`config.mk`:
```
export PLATFORM = sky130hd
export DESIGN_NAME = note_playback
export DESIGN_NICKNAME = d
export VERILOG_FILES = /design/src/game_pkg.sv /design/src/note_playback.sv
export SDC_FILE = /design/constraint.sdc
export NUM_CORES = 1
export LEC_CHECK = 0
export CORE_MARGIN = 2
export CORE_UTILIZATION = 55
export CTS_CLUSTER_SIZE = 12
export DETAILED_ROUTE_END_ITERATION = 8
export DONT_BUFFER_PORTS = 1
export PLACE_DENSITY_LB_ADDON = 0.1
export SLEW_MARGIN = 40
export SYNTH_ARGS = -nofsm -noshare
export SYNTH_HDL_FRONTEND = slang
export SYNTH_SLANG_ARGS = --single-unit
```
`constraint.sdc`:
```
create_clock -name clk -period 5.5 [get_ports clk]
set_input_delay 0.55 -clock clk [delete_from_list [all_inputs] [get_ports clk]]
set_output_delay 0.55 -clock clk [all_outputs]
set_load 0.1 [all_outputs]
```
`src/game_pkg.sv`:
```
`default_nettype none

package game_pkg;

    // one-hot note, one bit per button or LED
    typedef logic [3:0] note_t;

    localparam int max_notes = 6;

    typedef logic [3:0] level_num_t;

    // highest level the counter reaches
    localparam level_num_t max_level = 4'd15;

    // notes[0] plays first
    typedef struct packed {
        logic [3:0]                  length;
        note_t [max_notes-1:0]       notes;
    } level_t;

    typedef enum logic [2:0] {
        st_idle,
        st_next_level,
        st_arm,
        st_challenge,
        st_listen,
        st_won,
        st_lost
    } game_state_e;

    typedef struct packed {
        logic press;
        logic mistake;
        logic last;
    } response_t;

endpackage

`default_nettype wire
```
`src/note_playback.sv`:
```
`timescale 1ns/1ps
`default_nettype none

module note_playback #(
    parameter int note_cycles = 25000000
) (
    input  wire logic               clk,
    input  wire logic               load,
    input  wire logic               arm,
    input  wire logic               play,
    input  wire game_pkg::level_t   level,
    output game_pkg::note_t         play_note,
    output logic                    play_done
);

    localparam int timer_w = $clog2(note_cycles + 1);

    logic [timer_w-1:0] slot_timer;
    logic [2:0]         note_idx;
    logic               dark;
    logic               slot_end;
    logic               last_note;

    assign slot_end  = (slot_timer == timer_w'(note_cycles - 1));
    assign last_note = ({1'b0, note_idx} == level.length - 4'd1);

    // each note gets a lit slot then a dark slot
    always_ff @(posedge clk or posedge load)
    begin
        if (load)
        begin
            slot_timer <= '0;
            note_idx   <= '0;
            dark       <= 1'b0;
            play_done  <= 1'b0;
        end
        else if (arm)
        begin
            slot_timer <= '0;
            note_idx   <= '0;
            dark       <= 1'b0;
            play_done  <= 1'b0;
        end
        else if (play && !play_done)
        begin
            if (!slot_end)
                slot_timer <= slot_timer + 1'b1;
            else
            begin
                slot_timer <= '0;
                if (!dark)
                    dark <= 1'b1;
                else if (last_note)
                    play_done <= 1'b1;
                else
                begin
                    note_idx <= note_idx + 1'b1;
                    dark     <= 1'b0;
                end
            end
        end
    end

    assign play_note = (play && !dark && !play_done) ? level.notes[note_idx] : '0;

endmodule

`default_nettype wire

```
Word level (Yosys, flattened, before mapping) --
Cells that the tools add are included.
Storage, ports and cells: register bits after elaboration 30, logic and storage cells 44, output and inout port bits 5
Cells by class: magnitude comparators 1, mux-type cells 21, $add $sub $neg 3, reductions and logical operators 12, equal/unequal tests 3
Operators with widths (number):
- 25-bit 2-to-1 mux | 3
- 25-bit by 1-bit adder with 25-bit output (second input constant) | 1
- 25-bit equality test (second input constant) | 1
- 3-bit 2-to-1 mux | 5
- 4-bit binary-select mux with 3-bit select | 1
- 1-bit 2-to-1 mux | 10
- 4-bit 2-to-1 mux | 2
- 4-bit AND reduction | 2
- 2-bit nonzero test | 4
- 3-bit by 4-bit equality test with 1-bit output | 1
- 3-bit by 4-bit < comparator with 1-bit output (second input constant) | 1
- 4-bit by 1-bit subtractor with 4-bit output (second input constant) | 1
- 3-bit by 1-bit adder with 3-bit output (second input constant) | 1
- 1-bit logical AND | 3
- 1-bit logical NOT | 2
- 2-bit != test (second input constant) | 1
- 2-bit AND reduction | 1

Logic depth before layout (Yosys ltp) --
depth in word-level cells 7, mapped depth 7, mapped depth without buffers 7

Worst setup path before layout --
No wires, ideal clock.
kind register -> output, start register play_done, end output port play_note[0], data required time 4950 ps, data arrival time 3545 ps, slack 1405 ps, path buffers 2, stages on the path, launching flop included 5, cells stage by stage dfrtp_1 nand2b_1 clkbuf_1 clkbuf_1 nor3_1
On the way: cells in the longest elaborated chain, start to end 3
RTL lines:
- start, declared | line note_playback.sv:13 | output logic play_done
- start signal, assigned | line note_playback.sv:35 | play_done <= 1'b0;
- start signal, assigned | line note_playback.sv:42 | play_done <= 1'b0;
- start signal, assigned | line note_playback.sv:54 | play_done <= 1'b1;
- 1-bit logical NOT | line note_playback.sv:64 | assign play_note = (play && !dark && !play_done) ? level.notes[note_idx] : '0;
- 1-bit logical AND | line note_playback.sv:64
- 4-bit 2-to-1 mux | line note_playback.sv:64
- end, declared | line note_playback.sv:12 | output game_pkg::note_t play_note,
Every way passes these cells.

Final worst setup path --
start register note_idx[0], end output port play_note[2]
On the way: cells in the longest elaborated chain, start to end 3
RTL lines:
- start, declared | line note_playback.sv:19 | logic [2:0] note_idx;
- start signal, assigned | line note_playback.sv:57 | note_idx <= note_idx + 1'b1;
- 4-bit binary-select mux with 3-bit select | line note_playback.sv:64
- 4-bit 2-to-1 mux (implied by the code) | line note_playback.sv:64
- 4-bit 2-to-1 mux | line note_playback.sv:64
Every way passes these cells. The select of a mux whose other input is x is not followed.

==> results.md <==
- Status: finished clean
- GRT Util Overall: 25.6%
- Clock network power share: between 30% and 40%
- Critical Path Source Type: flip-flop
- Setup crit end kind: output port
- Post-synth EDFFs: 0
- DR iter-0 viols: approximately 170
- Post-route ant nets: 0
- # rows: 22
- TritonRoute pass-1 iters: 4
- Clock tree root driver cell: clkbuf_8
- Diodes inserted: 0
- Die ar.: ~4200 um2
- Cell accounting for the most synthesized area: dfrtp_1
- Total wire length: between 4000 and 5000 um
- Clk_lat worst skew: around 280 ps
- Crit path kind: reg -> out
- Instance area after placement: about 2200 um2
- CP Buf/Inv Count: 1
- Worst-path maximum fanout: 12
- Die height: ~65 um
- Worst Tran Pin Value: roughly 820 ps
- Final WS setup: 2900 ps
- HP Class: in -> async
- Fin crit period: 2600 ps
- Syn nets: 255
- Yosys reg bits: 30
- Final Hold Vio Count: 0
- Post-CTS Setup Bufs: 0
- Number of global-route vias before repair: 1684
- Vias: 1701
- Share of total power in sequential cells: 49.8%
- RePlAce Congestion: ~0.95
- Worst rel slew slack: 45.3%
- Syn_area_per_cell: approximately 9.2 um2
- CTS Buffer Depth: 2
- Core area: around 3600 um2
- Net count, final: around 260
- CTS clk-pin slew, worst paths: approximately 60 ps
- Part of the cycle the worst path needs: between 40% and 50%
- CTS tree: yes
- Slack of the worst reg-to-reg path: ~3100 ps
- Distinct cells, synth: 43
- Place WS: 2980 ps
- Family with the most delay on the worst path: multiplexers
- Area delta synth->final: 11.9%
- Max Cap Viol: 0
- Buffers on Ports: 0
- CTS buffer count: 5
- Gate power share: roughly a tenth
- DR vias/cell: about 6.3
- Clock sink total: 30
- Sequential element share of the synthesized area: 37.1%
- RSZ-0062 raised after global routing: false
- Starting Density: 56.1%
- H-tree Lvls: 2
- Most frequent cells after synthesis: dfrtp_1, nor2_1, nand2_1
- Achievable clock frequency: 385 MHz
- Finish-stage setup viols: 0
- Worst EP arrival: 2050 ps
- Design area: ~2300 um2
- Worst reg2reg endpoint: slot_timer[8]$_DFFE_PP0P_
- Worst-path cell chain: mux4_2, mux2i_1, nor3_2, clkbuf_16
- Peak per-stage delay on the critical path: a little over 700 ps
- First-pass GRT wire length: between 8000 and 9000 um
- Primary FF master, synth: dfrtp_1
- Synth Instances: 220
- Die Wd: about 65 um
- Worst Reg-to-Reg Cells: 6
- P_int: 0.338 mW
- Synthesis Warnings: 0
- Power per cell area: between 150 and 200 nW/um2
- Most common cell in the netlist: dfrtp_1
- Setup tns final: 0 ps
- Congestion Overflow GR: 0
- Peak supply drop: 0.000141 V
- Post-Synthesis Cell Area: roughly 2000 um2
- Clock skew: between 5 and 6 ps
- Synth async-reset ratio: 100%
- Residual DRC: 0
- Hold_buf cts: 0
- Post_cts resized: 0
- # IOs: 37
- Worst r2r src: slot_timer[1]$_DFFE_PP0P_
- P_sw: 0.109 mW
- Slowest CP cell: dfrtp_1
- WL per Instance: roughly 18 um
- Pin count of the biggest net entering global routing: 31
- Pins over their slew limit: 0
- Share of layout cells above drive strength 1: around 15%
- Leak Pwr: between 0.8 and 0.9 nW
- Initial antenna violation count: 0
- DP HPWL: 3540 um
- Top cell type's share of synthesized area: 37.1%
- Largest cells by area after synthesis: dfrtp_1, xor2_1, nor2_1
- Switching Fraction: ~24%
- Required time worst endpoint: approximately 5000 ps
[metrics by stage]
stage | std cells | hold WS, ps | util (%) | total power, mW
floorplan | 220 | 519 | - | 0.261
finish | 270 | 227 | 62.7 | 0.448
global route | 270 | 280 | 62.7 | 0.466
detailed placement | 262 | 543 | 60.0 | 0.274
global placement | 262 | 549 | 59.9 | 0.273
CTS | 270 | 251 | 62.5 | 0.452
[state kept, by name (all words and copies together) (netlist names)]
register and flops:
dark 1, play_done 1, note_idx 3, slot_timer 25
[routing by layer]
metal,routed length (um),up-vias,GRT usage (%)
met5,0,-,0
met4,61,0,7.18
met3,276,9,4.86
met2,2190,61,38.8
met1,2260,826,37.8
li1,-,805,-
[cells in the final DEF (no fill, tap or decap), drive strengths merged, types with 5 or more instances in the layout]
| master | count |
|---|---|
| a21oi | 11 |
| clkbuf | 11 |
| dfrtp | 30 |
| inv | 7 |
| mux2i | 10 |
| nand2 | 19 |
| nand3 | 17 |
| nand4 | 10 |
| nor2 | 27 |
| nor3 | 11 |
| nor4 | 6 |
| o21ai | 5 |
| xnor2 | 9 |
| xor2 | 12 |
[area by class of cell]
cell class                 count  area (um2)
tap                           48        60.1
inverter                       7        26.3
timing repair buffer           4         100
clock inverter                 1        5.00
fill                         300        1340
multi-input combinational    173        1230
clock buffer                   7        86.3
sequential                    30         752
[power by group through the flow]
stage / clock network, mW / registers (mW) / logic, mW
global route: 0.192 / 0.223 / 0.0508
detailed placement: 0 / 0.227 / 0.0468
floorplan: 0 / 0.227 / 0.0342
finish: 0.178 / 0.223 / 0.0471
CTS: 0.182 / 0.223 / 0.0469
global placement: 0 / 0.227 / 0.0454
[worst max-delay path by stage]
| stage | depth (start not counted) | slack (ps) | start | to |
|---|---|---|---|---|
| after floorplan | 4 | 1400 | play_done$_DFFE_PP0P_ | play_note[0] |
| after global placement | 4 | 2850 | play_done$_DFFE_PP0P_ | slot_timer[8]$_DFFE_PP0P_ |
| after detailed placement | 4 | 2980 | play_done$_DFFE_PP0P_ | slot_timer[8]$_DFFE_PP0P_ |
| after CTS | 3 | 2780 | play_done$_DFFE_PP0P_ | play_note[2] |
| after global routing | 4 | 2780 | note_idx[0]$_DFFE_PP0P_ | play_note[3] |
| final | 4 | 2900 | note_idx[0]$_DFFE_PP0P_ | play_note[2] |
[kinds of logic after synthesis]
family / synth area share (%)
DFF: 37.1
AOI/OAI and AO/OA: 7.61
xor gates and xnor gates: 9.10
and+or+nand+nor: 31.6
adders and majority gates: 1.86
buffers and inverters: 3.34
muxes: 9.41
(Power assumes the default switching activity.)
