--- src/display_pkg.sv ---
`default_nettype none

package display_pkg;

    // active low, segment g in bit 6
    typedef logic [6:0] seg_t;

    typedef struct packed {
        seg_t hex5;
        seg_t hex4;
        seg_t hex3;
        seg_t hex2;
        seg_t hex1;
        seg_t hex0;
    } display_t;

    localparam seg_t glyph_h     = 7'b000_1001;
    localparam seg_t glyph_e     = 7'b000_0110;
    localparam seg_t glyph_l     = 7'b100_0111;
    localparam seg_t glyph_o     = 7'b100_0000;
    localparam seg_t glyph_s     = 7'b001_0010;
    localparam seg_t glyph_t     = 7'b000_0111;
    localparam seg_t glyph_a     = 7'b000_1000;
    localparam seg_t glyph_g     = 7'b100_0010;
    localparam seg_t glyph_u     = 7'b100_0001;
    localparam seg_t glyph_r     = 7'b010_1111;
    localparam seg_t glyph_n     = 7'b010_1011;
    localparam seg_t glyph_c     = 7'b100_0110;
    localparam seg_t glyph_blank = 7'b111_1111;

    function automatic seg_t hex_glyph(input logic [3:0] value);
        seg_t seg;
        case (value)
            4'h0: seg = 7'b100_0000;
            4'h1: seg = 7'b111_1001;
            4'h2: seg = 7'b010_0100;
            4'h3: seg = 7'b011_0000;
            4'h4: seg = 7'b001_1001;
            4'h5: seg = 7'b001_0010;
            4'h6: seg = 7'b000_0010;
            4'h7: seg = 7'b111_1000;
            4'h8: seg = 7'b000_0000;
            4'h9: seg = 7'b001_1000;
            4'ha: seg = 7'b000_1000;
            4'hb: seg = 7'b000_0011;
            4'hc: seg = 7'b100_0110;
            4'hd: seg = 7'b010_0001;
            4'he: seg = 7'b000_0110;
            default: seg = 7'b000_1110;
        endcase
        return seg;
    endfunction

endpackage

`default_nettype wire

--- src/game_pkg.sv ---
`default_nettype none

package game_pkg;

    // one-hot note, one bit per button or LED
    typedef logic [3:0] note_t;

    localparam int max_notes = 6;

    typedef logic [3:0] level_num_t;

    // highest level the counter reaches
    localparam level_num_t max_level = 4'd15;

    // notes[0] plays first
    typedef struct packed {
        logic [3:0]                  length;
        note_t [max_notes-1:0]       notes;
    } level_t;

    typedef enum logic [2:0] {
        st_idle,
        st_next_level,
        st_arm,
        st_challenge,
        st_listen,
        st_won,
        st_lost
    } game_state_e;

    typedef struct packed {
        logic press;
        logic mistake;
        logic last;
    } response_t;

endpackage

`default_nettype wire
--- src/segment_display.sv ---
`timescale 1ns/1ps
`default_nettype none

module segment_display (
    input  wire game_pkg::game_state_e  state,
    input  wire game_pkg::level_num_t   level_number,
    output display_pkg::display_t       display
);

    display_pkg::seg_t level_digit;

    assign level_digit = display_pkg::hex_glyph(level_number);

    always_comb
    begin
        case (state)
            game_pkg::st_idle:
                display = {display_pkg::glyph_h, display_pkg::glyph_e, display_pkg::glyph_l,
                           display_pkg::glyph_l, display_pkg::glyph_o, display_pkg::glyph_blank};
            game_pkg::st_challenge:
                display = {display_pkg::glyph_s, display_pkg::glyph_t, display_pkg::glyph_a,
                           display_pkg::glyph_g, display_pkg::glyph_e, level_digit};
            game_pkg::st_listen:
                display = {display_pkg::glyph_t, display_pkg::glyph_u, display_pkg::glyph_r,
                           display_pkg::glyph_n, display_pkg::glyph_blank,
                           display_pkg::glyph_blank};
            game_pkg::st_won:
                display = {display_pkg::glyph_s, display_pkg::glyph_c, display_pkg::glyph_o,
                           display_pkg::glyph_r, display_pkg::glyph_e, display_pkg::glyph_blank};
            game_pkg::st_lost:
                display = {display_pkg::glyph_l, display_pkg::glyph_o, display_pkg::glyph_s,
                           display_pkg::glyph_e, display_pkg::glyph_blank,
                           display_pkg::glyph_blank};
            // short transit states stay dark
            default:
                display = {6{display_pkg::glyph_blank}};
        endcase
    end

endmodule

`default_nettype wire

--- config.mk ---
export PLATFORM = sky130hd
export DESIGN_NAME = segment_display
export DESIGN_NICKNAME = d
export VERILOG_FILES = /design/src/display_pkg.sv /design/src/game_pkg.sv /design/src/segment_display.sv
export SDC_FILE = /design/constraint.sdc
export NUM_CORES = 1
export LEC_CHECK = 0
export BUFFER_PORTS_ARGS = -buffer_cell sky130_fd_sc_hd__buf_4
export CORE_MARGIN = 10
export CORE_UTILIZATION = 42
export DETAILED_ROUTE_END_ITERATION = 6
export PLACE_DENSITY = 0.94
export SYNTH_ARGS = -nofsm -noshare
export SYNTH_HDL_FRONTEND = slang
export SYNTH_SLANG_ARGS = --single-unit
--- constraint.sdc ---
create_clock -name vclk -period 1.47
set_input_delay 0.147 -clock vclk [all_inputs]
set_output_delay 0.147 -clock vclk [all_outputs]
set_load 0.1 [all_outputs]
* After elaboration in Yosys (flattened, before gate mapping)
Memories as Yosys holds them, arrays and structs flattened. Cells that the tools add are included.
Storage, ports and cells: flip-flop bits (word level) 0, ROM bits 112, logic and storage cells 7, memories 1
Memories:
- (no name shown) | words 16, bits a word 7, read ports 1, clocked after Yosys merged registers in 0, wr ports 0, RTL line display_pkg.sv:33 | case (value)
Operators by class: eq/ne operators 4, muxes and demuxes 1, reductions and logical operators 1
Operators by type and width (number):
- one-hot mux 42 bit (5 select lines) | 1
- equality test 3 bit (second input constant) | 3
- equality test 3 x 2 -> 1 bit (second input constant) | 1
- zero test 3 bit | 1

* Longest topological paths before layout
word-level depth 2, gate-level depth with buffers 6, mapped depth without buffers 5

* Worst setup path after synthesis
OpenSTA, ideal clock, no wires.
kind input-to-output, start input state[2], end output display[31] (netlist bit), arrival 2.925 ns, required time 1.323 ns, slack -1.602 ns, cell stages on the path 5, buffers on the path 2, cell sequence buf_2 > a21bo_2 > nand2_1 > nor2_1 > buf_4
RTL lines:
- start: declaration | RTL line segment_display.sv:5 | input wire game_pkg::game_state_e state,
- end: declaration | RTL line segment_display.sv:7 | output display_pkg::display_t display

==> implementation parameters <==
Parameter                              Value

Critical path
  Number of buffers and inverters on the critical path    3
  Highest fanout seen on the critical path    4
  Master of the slowest instance on the critical path    sky130_fd_sc_hd__o21ai_0
  CP Class    input port to output port
  Critical path cell sequence    buf_4 > inv_4 > ha_4 > and2_1 > o21ai_0 > o311ai_2 > buf_6
  Sort of element at the end of the critical path    output port
  Crit start category    input port
  CP top delay family    compound AO/OA/AOI/OAI gates
  Arrival @ worst endpoint    1.30 ns
  Critical path data required time    1.32 ns
  Slowest Stage Delay on Critical Path    0.24 ns

GRT
  GRT Resource Usage Total    13.23%
  Via count of the first global-routing pass    785
  Pin count of the biggest net entering global routing    16
  Initial antenna violation count    0
  First-pass GRT wire length    3843 um
  Remaining Overflow, GRT    0

Die
  CORE AREA    1334 sq um
  Height of the die    58.05 um
  Initial Utilization    45.59%
  Area enclosed by the die boundary    3370 sq um
  Rows    13
  Die Width    58.05 um
  Number of top-level pins    49

Drt
  Per-cell via count in the routed design    5.365
  DR iter-0 viols    14
  Number of vias in the routed layout    735
  DR WL/cell    18.45 um
  Drc violations    0
  Detailed-router iteration count before antenna repair    4
  Overall routed net length    2527 um
  Final ANT Viol Nets    0

Synthesis
  Cell area after technology mapping    608.1 sq um
  Share of Yosys cell area claimed by the top area cell type    24.69%
  Synth area leaders    sky130_fd_sc_hd__buf_4, sky130_fd_sc_hd__ha_1, sky130_fd_sc_hd__nor2b_1, sky130_fd_sc_hd__o311ai_1, sky130_fd_sc_hd__inv_1
  Average cell area after synthesis    6.832 sq um
  Share of synthesized area occupied by flip-flops and latches    0%
  Cell variety after synth    26
  Post-synthesis cell type with the largest combined area    sky130_fd_sc_hd__buf_4
  Number of instances in the synthesized netlist    89
  Post-synth net total    103
  Yosys warns    0

Clock network
  Hold_buf cts    0
  Buffers inserted during post-CTS setup optimization    0

Power and ir drop
  Largest vdd supply drop    0.0007140 V
  Cell area power density    898.3 nW/um^2
  Leak Pwr    0.4963 nW

Hold path
  Classification of the worst-slack hold path    input port to output port

STA
  Worst path setup slack after routing    0.02503 ns
  Maximum clock rate    692.1 MHz
  Period utilisation layout    98.30%
  Fin. Hold Viols    0
  Smallest hold slack    0.7528 ns
  Final slew viol count    0
  Final setup viols    0
  Final min period    1.445 ns

Final layout
  Antenna diode count    0
  Area Overhead vs Synth    95.68%
  Post-layout instance area    1190 sq um
  Number of fill cells in the layout    62
  # clk buffers    0
  Leading cell type in the layout, fill and taps excluded    sky130_fd_sc_hd__buf_4
  Footprint of the flip-flops and latches    0 sq um
  Share of cells above drive strength 1    75.41%
  Area used by multi-input combinational logic    671.9 sq um
  Final layout net count    138
  Num sequential    0
  Most used cells in the layout excluding fill and tap cells    sky130_fd_sc_hd__buf_4, sky130_fd_sc_hd__nor2b_1, sky130_fd_sc_hd__a21oi_4, sky130_fd_sc_hd__buf_6

Placement
  Number of port buffers    48
  Pre-CTS worst setup slack    -0.06395 ns
  Area of placed instances    1144 sq um
  Weighted congestion reported at the end of routability-driven placement    0.8636
  Detailed placement HPWL    2102 um

Status
  Result of the run    finished clean

Job
  Number of violations of the max-capacitance limit    0
## logic make-up after synthesis
| kind of cell | synth area share [%] |
|---|---|
| xor+xnor | 4.322 |
| simple gates | 23.66 |
| other cells | 0.6167 |
| compound gates | 24.69 |
| buf+inv | 32.30 |
| fa+ha+maj | 14.40 |
## worst paths after layout
kind | start | endpoint | slack, ns | cells past startpoint
setup / recovery | level_number[1] | display[4] | 0.03 | 7
hold / removal | level_number[2] | display[0] | 0.75 | 3
## cells in the mapped netlist
cell                       instances
sky130_fd_sc_hd__nand2b_1          1
sky130_fd_sc_hd__conb_1            1
sky130_fd_sc_hd__a21oi_2           2
sky130_fd_sc_hd__o21ai_1           1
sky130_fd_sc_hd__o211ai_1          1
sky130_fd_sc_hd__o311ai_1          4
sky130_fd_sc_hd__xor2_1            2
sky130_fd_sc_hd__a21bo_2           1
sky130_fd_sc_hd__nor2b_4           1
sky130_fd_sc_hd__buf_2             4
sky130_fd_sc_hd__nor2_1            6
sky130_fd_sc_hd__and2_1            3
sky130_fd_sc_hd__nor2b_1           7
sky130_fd_sc_hd__inv_1             7
sky130_fd_sc_hd__buf_4            20
sky130_fd_sc_hd__a211oi_1          1
sky130_fd_sc_hd__xnor2_1           1
sky130_fd_sc_hd__nand3b_1          1
sky130_fd_sc_hd__nor3b_1           1
sky130_fd_sc_hd__nor3_1            1
sky130_fd_sc_hd__o21ai_0           5
sky130_fd_sc_hd__a211o_1           2
sky130_fd_sc_hd__and2b_1           1
sky130_fd_sc_hd__a21oi_1           5
sky130_fd_sc_hd__nand2_1           3
sky130_fd_sc_hd__ha_1              7
## area by class of cell
type,instances,area share [%]
Multi-Input combinational cell,58,56.47
Timing Repair Buffer,57,38.59
Inverter,7,3.365
Tap cell,15,1.577
## timing repair
item,in CTS,in global routing
pin swaps,0,1
endpoints found under the setup margin,3,5
resized for setup,3,11
## metal layers
layer / GRT usage [%] / part of all wire (%) / up-vias
met3: 5.011 / 12 / 0
met2: 25.77 / 52 / 37
met4: 0.6711 / 0 / 0
met1: 13.45 / 36 / 354
li1: - / - / 344
met5: 0 / 0 / -
## where the power goes
group | total, W | internal (W) | switching [W]
sequential | 0 | 0 | 0
combinational | 0.00107 | 0.000227 | 0.000841
clock | 0 | 0 | 0
## per-stage QoR
| step | TNS [ns] | std cells | utilization (%) | power, W |
|---|---|---|---|---|
| finish | 0 | 137 | 89.21 | 0.001069 |
| global route | -0.02467 | 137 | 89.21 | 0.001099 |
| CTS | -0.006643 | 137 | 86.30 | 0.001058 |
| detailed placement | -0.1058 | 137 | 85.74 | 0.001055 |
| global placement | 0 | 137 | 85.74 | 0.001037 |
| floorplan | -6.615 | 89 | - | 0.001037 |
Note: power is estimated with default switching activity, not from simulation.
