$ cat config.mk
export PLATFORM = sky130hd
export DESIGN_NAME = game_controller
export DESIGN_NICKNAME = d
export VERILOG_FILES = /design/src/game_pkg.sv /design/src/game_controller.sv
export SDC_FILE = /design/constraint.sdc
export NUM_CORES = 1
export LEC_CHECK = 0
export ABC_AREA = 1
export BUFFER_PORTS_ARGS = -buffer_cell sky130_fd_sc_hd__buf_2
export CORE_ASPECT_RATIO = 0.9
export CORE_MARGIN = 2
export CORE_UTILIZATION = 41
export DETAILED_ROUTE_END_ITERATION = 8
export PLACE_DENSITY = 0.59
export SYNTH_ARGS = -nofsm -noshare
export SYNTH_HDL_FRONTEND = slang
export SYNTH_SLANG_ARGS = --single-unit
$ cat constraint.sdc
create_clock -name clk -period 1.38 [get_ports clk]
set_input_delay 0.207 -clock clk [delete_from_list [all_inputs] [get_ports clk]]
set_output_delay 0.207 -clock clk [all_outputs]
set_load 0.01 [all_outputs]
$ cat src/game_pkg.sv
`default_nettype none

package game_pkg;

    // one-hot note, one bit per button or LED
    typedef logic [3:0] note_t;

    localparam int max_notes = 6;

    typedef logic [3:0] level_num_t;

    // highest level the counter reaches
    localparam level_num_t max_level = 4'd15;

    // notes[0] plays first
    typedef struct packed {
        logic [3:0]                  length;
        note_t [max_notes-1:0]       notes;
    } level_t;

    typedef enum logic [2:0] {
        st_idle,
        st_next_level,
        st_arm,
        st_challenge,
        st_listen,
        st_won,
        st_lost
    } game_state_e;

    typedef struct packed {
        logic press;
        logic mistake;
        logic last;
    } response_t;

endpackage

`default_nettype wire
$ cat src/game_controller.sv
`timescale 1ns/1ps
`default_nettype none

module game_controller #(
    parameter int win_pause_cycles = 50000000
) (
    input  wire logic                   clk,
    input  wire logic                   load,
    input  wire logic                   start_game,
    input  wire logic                   play_done,
    input  wire game_pkg::response_t    response,
    input  wire game_pkg::note_t        buttons,
    input  wire game_pkg::note_t        play_note,
    output game_pkg::game_state_e       state,
    output logic                        next_level,
    output logic                        arm,
    output logic                        play,
    output logic                        listen,
    output game_pkg::note_t             leds
);

    localparam int pause_w = $clog2(win_pause_cycles + 1);

    game_pkg::game_state_e  state_nxt;
    logic [pause_w-1:0]     pause_count;
    logic                   pause_done;

    assign pause_done = (pause_count == pause_w'(win_pause_cycles - 1));

    always_comb
    begin
        state_nxt = state;
        case (state)
            game_pkg::st_idle:
                if (start_game)
                    state_nxt = game_pkg::st_next_level;
            game_pkg::st_next_level:
                state_nxt = game_pkg::st_arm;
            game_pkg::st_arm:
                state_nxt = game_pkg::st_challenge;
            game_pkg::st_challenge:
                if (play_done)
                    state_nxt = game_pkg::st_listen;
            game_pkg::st_listen:
                // mistake wins over last
                if (response.press && response.mistake)
                    state_nxt = game_pkg::st_lost;
                else if (response.press && response.last)
                    state_nxt = game_pkg::st_won;
            game_pkg::st_won:
                if (pause_done)
                    state_nxt = game_pkg::st_next_level;
            game_pkg::st_lost:
                state_nxt = game_pkg::st_lost;
            default:
                state_nxt = game_pkg::st_idle;
        endcase
    end

    always_ff @(posedge clk or posedge load)
    begin
        if (load)
            state <= game_pkg::st_idle;
        else
            state <= state_nxt;
    end

    // win pause runs only while in st_won
    always_ff @(posedge clk or posedge load)
    begin
        if (load)
            pause_count <= '0;
        else if (state != game_pkg::st_won)
            pause_count <= '0;
        else
            pause_count <= pause_count + 1'b1;
    end

    assign next_level = (state == game_pkg::st_next_level);
    assign arm        = (state == game_pkg::st_arm);
    assign play       = (state == game_pkg::st_challenge);
    assign listen     = (state == game_pkg::st_listen);

    // leds follow the buttons except during playback
    always_ff @(posedge clk or posedge load)
    begin
        if (load)
            leds <= '0;
        else if (state == game_pkg::st_challenge)
            leds <= play_note;
        else
            leds <= buttons;
    end

endmodule

`default_nettype wire

# [Word level (Yosys, flattened, before mapping)]
# Index checks and enable logic that the tools add are counted.
[word_totals] latchBits=0 ramBits=0 register_bits=33 elab_cells=28 inputBits=15 rom_bits=0 mem_count=0
[op_classes] mul=0 n_eq_ne=12 mux=8 bitwise=0 magnitude_cmp=0 n_addsub=1 n_div=0 shifts=0 n_reduce_logical=4
[ops] op="26-bit by 1-bit adder with 26-bit output, second input constant" count=1
[ops] op="26-bit == test, second input constant" count=1
[ops] op="26-bit 2-to-1 mux" count=1
[ops] op="3-bit case mux with 7 select lines" count=1
[ops] op="3-bit 2-to-1 mux" count=5
[ops] op="3-bit == test, second input constant" count=3
[ops] op="3-bit by 2-bit == test with 1-bit output, second input constant" count=2
[ops] op="2-bit inequality test, second input constant" count=3
[ops] op="4-bit 2-to-1 mux" count=1
[ops] op="4-bit AND reduction" count=1
[ops] op="3-bit by 1-bit == test with 1-bit output, second input constant" count=1
[ops] op="3-bit logical NOT" count=1
[ops] op="3-bit by 1-bit inequality test with 1-bit output, second input constant" count=1
[ops] op="3-bit inequality test, second input constant" count=1
[ops] op="1-bit logical AND" count=2

# [Longest topological paths before layout]
[logic_depth] ltp_word=4 depth_mapped=10 ltp_nobuf=10

# [Worst setup path after synthesis]
# No wires, ideal clock.
[synth_path] path_kind="register to register" start="register state[2]" end="register state[0]" required_ns=1.263 setup_ns=0.117 arrival_time_ns=1.322 stages_incl_launch_ff=9 path_slack_ns=-0.060 n_path_buf=1 cell_sequence="dfrtp_1 > buf_4 > inv_2 > nor3_1 > nand3_1 > inv_1 > nor2_1 > nand3_1 > nand2_1"
[synth_between] elab_chain_cells=3
[synth_rtl] element="start: declaration" line_no="game_controller.sv:14" text="output game_pkg::game_state_e state,"
[synth_rtl] element="start signal: assignment" line_no="game_controller.sv:63" text="state <= game_pkg::st_idle;"
[synth_rtl] element="start signal: assignment" line_no="game_controller.sv:65" text="state <= state_nxt;"
[synth_rtl] element="3-bit == test *"
[synth_rtl] element="via listen" line_no="game_controller.sv:18" text="output logic listen,"
[synth_rtl] element="3-bit by 1-bit inequality test with 1-bit output (no source line)"
[synth_rtl] element="4-bit AND reduction (no source line)"
# Mark *: on every way through the listed nets, which the timed path passes. The rest lies on a longest branch.
# A chain may end at the register's enable or synchronous reset.

# [Worst setup path in the final report]
[layout_path] start="register pause_count[1]" end="register pause_count[20]"
[layout_between] elab_chain_cells=2
[layout_rtl] element="start: declaration" line_no="game_controller.sv:25" text="logic [pause_w-1:0] pause_count;"
[layout_rtl] element="start signal: assignment" line_no="game_controller.sv:76" text="pause_count <= pause_count + 1'b1;"
[layout_rtl] element="26-bit by 1-bit adder with 26-bit output" line_no="game_controller.sv:76"
[layout_rtl] element="26-bit 2-to-1 mux" line_no="game_controller.sv:73" text="else if (state != game_pkg::st_won)"
# No other way between the ends.

==> out/metrics.csv <==
stage,metric,value,unit
clock_tree,clk_path_buf_depth,2,
power_and_ir_drop,vdd_drop_max,0.00117,V
clock_tree,cts.reportedPaths.clkPinSlew,0.07,ns
synth,synth_area_leaders,"dfrtp_1 (43%), nand2_1 (16%), nor2_1 (10%)",
timing,tightest_slew,0.415,ns
cells_and_area,fin_nets,353,
clock_tree,cts_buffers,5,
global_routing,grt_usage,18.8,%
clock_tree,cts.sinks,33,
synth,yosys_warnings,0,
timing,timing.setup.tns,-0.619,ns
timing,period_share,104,%
critical_path,critPathArrivalTime,1.63,ns
floorplanning,rows,23,
synth,ys_seq_area_share,43.4,%
critical_path,crit_path_end_kind,flop,
floorplanning,die-height,68.7,um
power_and_ir_drop,power,3.29,mW
synth,synth_cell_types,24,
cells_and_area,multi_input_area,970,um^2
floorplanning,ioPinCount,26,
global_routing,antenna_found_initial,0,
timing,period_minus_slack,1.44,ns
cells_and_area,seqCellArea,835,um^2
synth,ys.flop_type,dfrtp_1,
synth,yosys.area.top_type,dfrtp_1,
clock_tree,htree_levels,2,
synth,syn_nets,290,
power_and_ir_drop,p_per_area,1280,mW/mm^2
critical_path,startpoint_type,flop,
power_and_ir_drop,power.leakage,1.21,nW
route,wl_met1,2280,um
place,gp_congestion,0.889,
route,drcViolationCount,0,
timing,finalWorstSetupSlack,-0.0604,ns
route,route.met3.wl,159,um
synth,syn_avg_cell_area,6.95,um^2
place,dp_hpwl,3130,um
route,wirelength,4780,um
synth,synth_top_cell_area_share,43.4,%
timing,clock_skew,0.00624,ns
run_status,violations,"negative hold slack, negative setup slack",
synth,syn_area,0.00190,mm^2
hold_path,hold_class,in -> async,
cells_and_area,antenna_cells,0,
synth,synth.most_common_cell,nand2_1,
run_status,status,"complete, but fails checks",
clock_tree,ctsHoldBuffers,0,
global_routing,grt.overflow.total,0,
floorplanning,start_util,42.7,%
timing,setup_violations,18,
floorplanning,die_area,0.00521,mm^2
synth,synthArstFlopShare,100,%
cells_and_area,drive_gt1_share,28.7,%
global_routing,grt_pass1_wl,7260,um
route,avgViaCountPerCell,4.68,
cells_and_area,area_delta_synth_final,34.6,%
synth,synth_edf_count,0,
synth,synthCells,274,
place,port-buffer-count,25,
route,first_pass_iters,4,
critical_path,critPathRequiredTime,1.57,ns
clock_tree,tritoncts,done,
critical_path,critPathMaxFanout,8,
place,dpl_worst_slack,-0.0887,ns
cells_and_area,fillers,449,
timing,relSlewSlack,72.3,%
timing,rsz0062_at_grt,true,
route,drt_first_iter_violations,92,
timing,finalHoldViolations,19,
route,wl_met2,2220,um
global_routing,grt_max_degree,34,
critical_path,criticalPathCategory,reg -> reg,
route,wl_per_cell,11.9,um
floorplanning,core_area,0.00446,mm^2
clock_tree,clk-insertion-delay-late,0.29,ns
timing,fmax,694,MHz
route,ant_nets,0,
critical_path,regToRegSetupSlack,-0.06,ns
floorplanning,fp.dieW,75.8,um
global_routing,first_global_vias,1633,
run,cap_violations,0,
clock_tree,cts_root_buf,clkbuf_8,
synth,synth-seq-cells,33,
timing,hold_ws,-0.00901,ns
route,highest_layer,met4,
timing,slew_violations,0,
route,vias,1871,
synth,synth_common_cells,"nand2_1 (79), nor2_1 (52), inv_1 (35)",
==> layer usage <==
| layer | up-vias | track usage (%) |
|---|---|---|
| met2 | 27 | 29.3 |
| met3 | 11 | 3.92 |
| met1 | 840 | 24.9 |
| li1 | 993 | - |
| met5 | - | 0 |
| met4 | 0 | 8.77 |
==> metrics by stage <==
| step | cells | util, % | instance area (um^2) |
|---|---|---|---|
| 6_report | 400 | 57.5 | 2560 |
| 4_1_cts | 391 | 53.9 | 2400 |
| 3_5_place_dp | 374 | 49.7 | 2220 |
| 5_1_grt | 400 | 57.5 | 2560 |
| 3_3_place_gp | 374 | 49.7 | 2220 |
| 2_1_floorplan | 274 | - | 1910 |
==> placed cells by master (no fill, tap or decap), types with 3 or more instances in the layout <==
cell type / count
nor3_4: 4
clkbuf_8: 5
dfrtp_2: 7
clkbuf_1: 3
buf_4: 25
nor2_1: 47
nor2_4: 3
buf_2: 24
nand2_1: 76
o21ai_0: 7
inv_1: 34
dfrtp_1: 26
nand4_1: 7
nor3_1: 6
buf_6: 9
nor2_2: 8
nand3_1: 13
a21oi_1: 13
==> flip-flops by register name (all words and copies together) (netlist names) <==
| signal | count |
|---|---|
| pause_count | 26 |
| state | 3 |
| leds | 4 |
==> worst max-delay path, stage by stage, from the launching register on <==
cell and delay (ns):
dfrtp_1 0.36, ha_2 0.21, nand2_4 0.06, nor2_4 0.14, nand2_2 0.09, nor2_4 0.17, and2_1 0.17, nand2_1 0.05
nand2_1 0.05, nor2_1 0.03
==> timing repair <==
item,CTS,global route
pin swaps,6,10
setup buffers,9,8
gates resized for setup,12,25
gates cloned,0,1
endpoints found under the setup margin,10,27
==> path summary, 6_finish.rpt <==
| check | start | to | cells past startpoint |
|---|---|---|---|
| max | pause_count[1]$_DFF_PP0_ | pause_count[20]$_DFF_PP0_ | 9 |
| min | load | pause_count[20]$_DFF_PP0_ | 3 |
| max reg2reg | pause_count[1]$_DFF_PP0_ | pause_count[20]$_DFF_PP0_ | 9 |
| min reg2reg | pause_count[5]$_DFF_PP0_ | pause_count[5]$_DFF_PP0_ | 1 |
| max in group asynchronous | load | state[0]$_DFFE_PP0P_ | 3 |
| min in group clk | buttons[0] | leds[0]$_DFF_PP0_ | 3 |
==> report_power, final <==
part | leakage [nW] | switching (mW) | internal, mW
clock | 0.0395 | 0.353 | 0.358
sequential | 0.436 | 0.0749 | 1.07
combinational | 0.733 | 0.731 | 0.701
total | 1.21 | 1.16 | 2.13
==> area by class of cell <==
class                   instances  area share, %
inverters                      38           5.76
well taps                      62           3.03
clock buffers                   8           3.12
flip-flops and latches         33           32.6
repair buffers                 60           17.7
multi-input cells             199           37.8
==> cell families (layout without fill, tap and decap cells) <==
kind of cell	count (synthesis)	after routing	share of synthesized area (%)
simple gates	171	171	38.8
buf+inv	42	106	9.46
flops	33	33	43.4
compound gates	26	26	7.29
fa+ha+maj	1	1	0.657
xor+xnor	1	1	0.460
No activity file was read; power rests on OpenSTA's default activity.
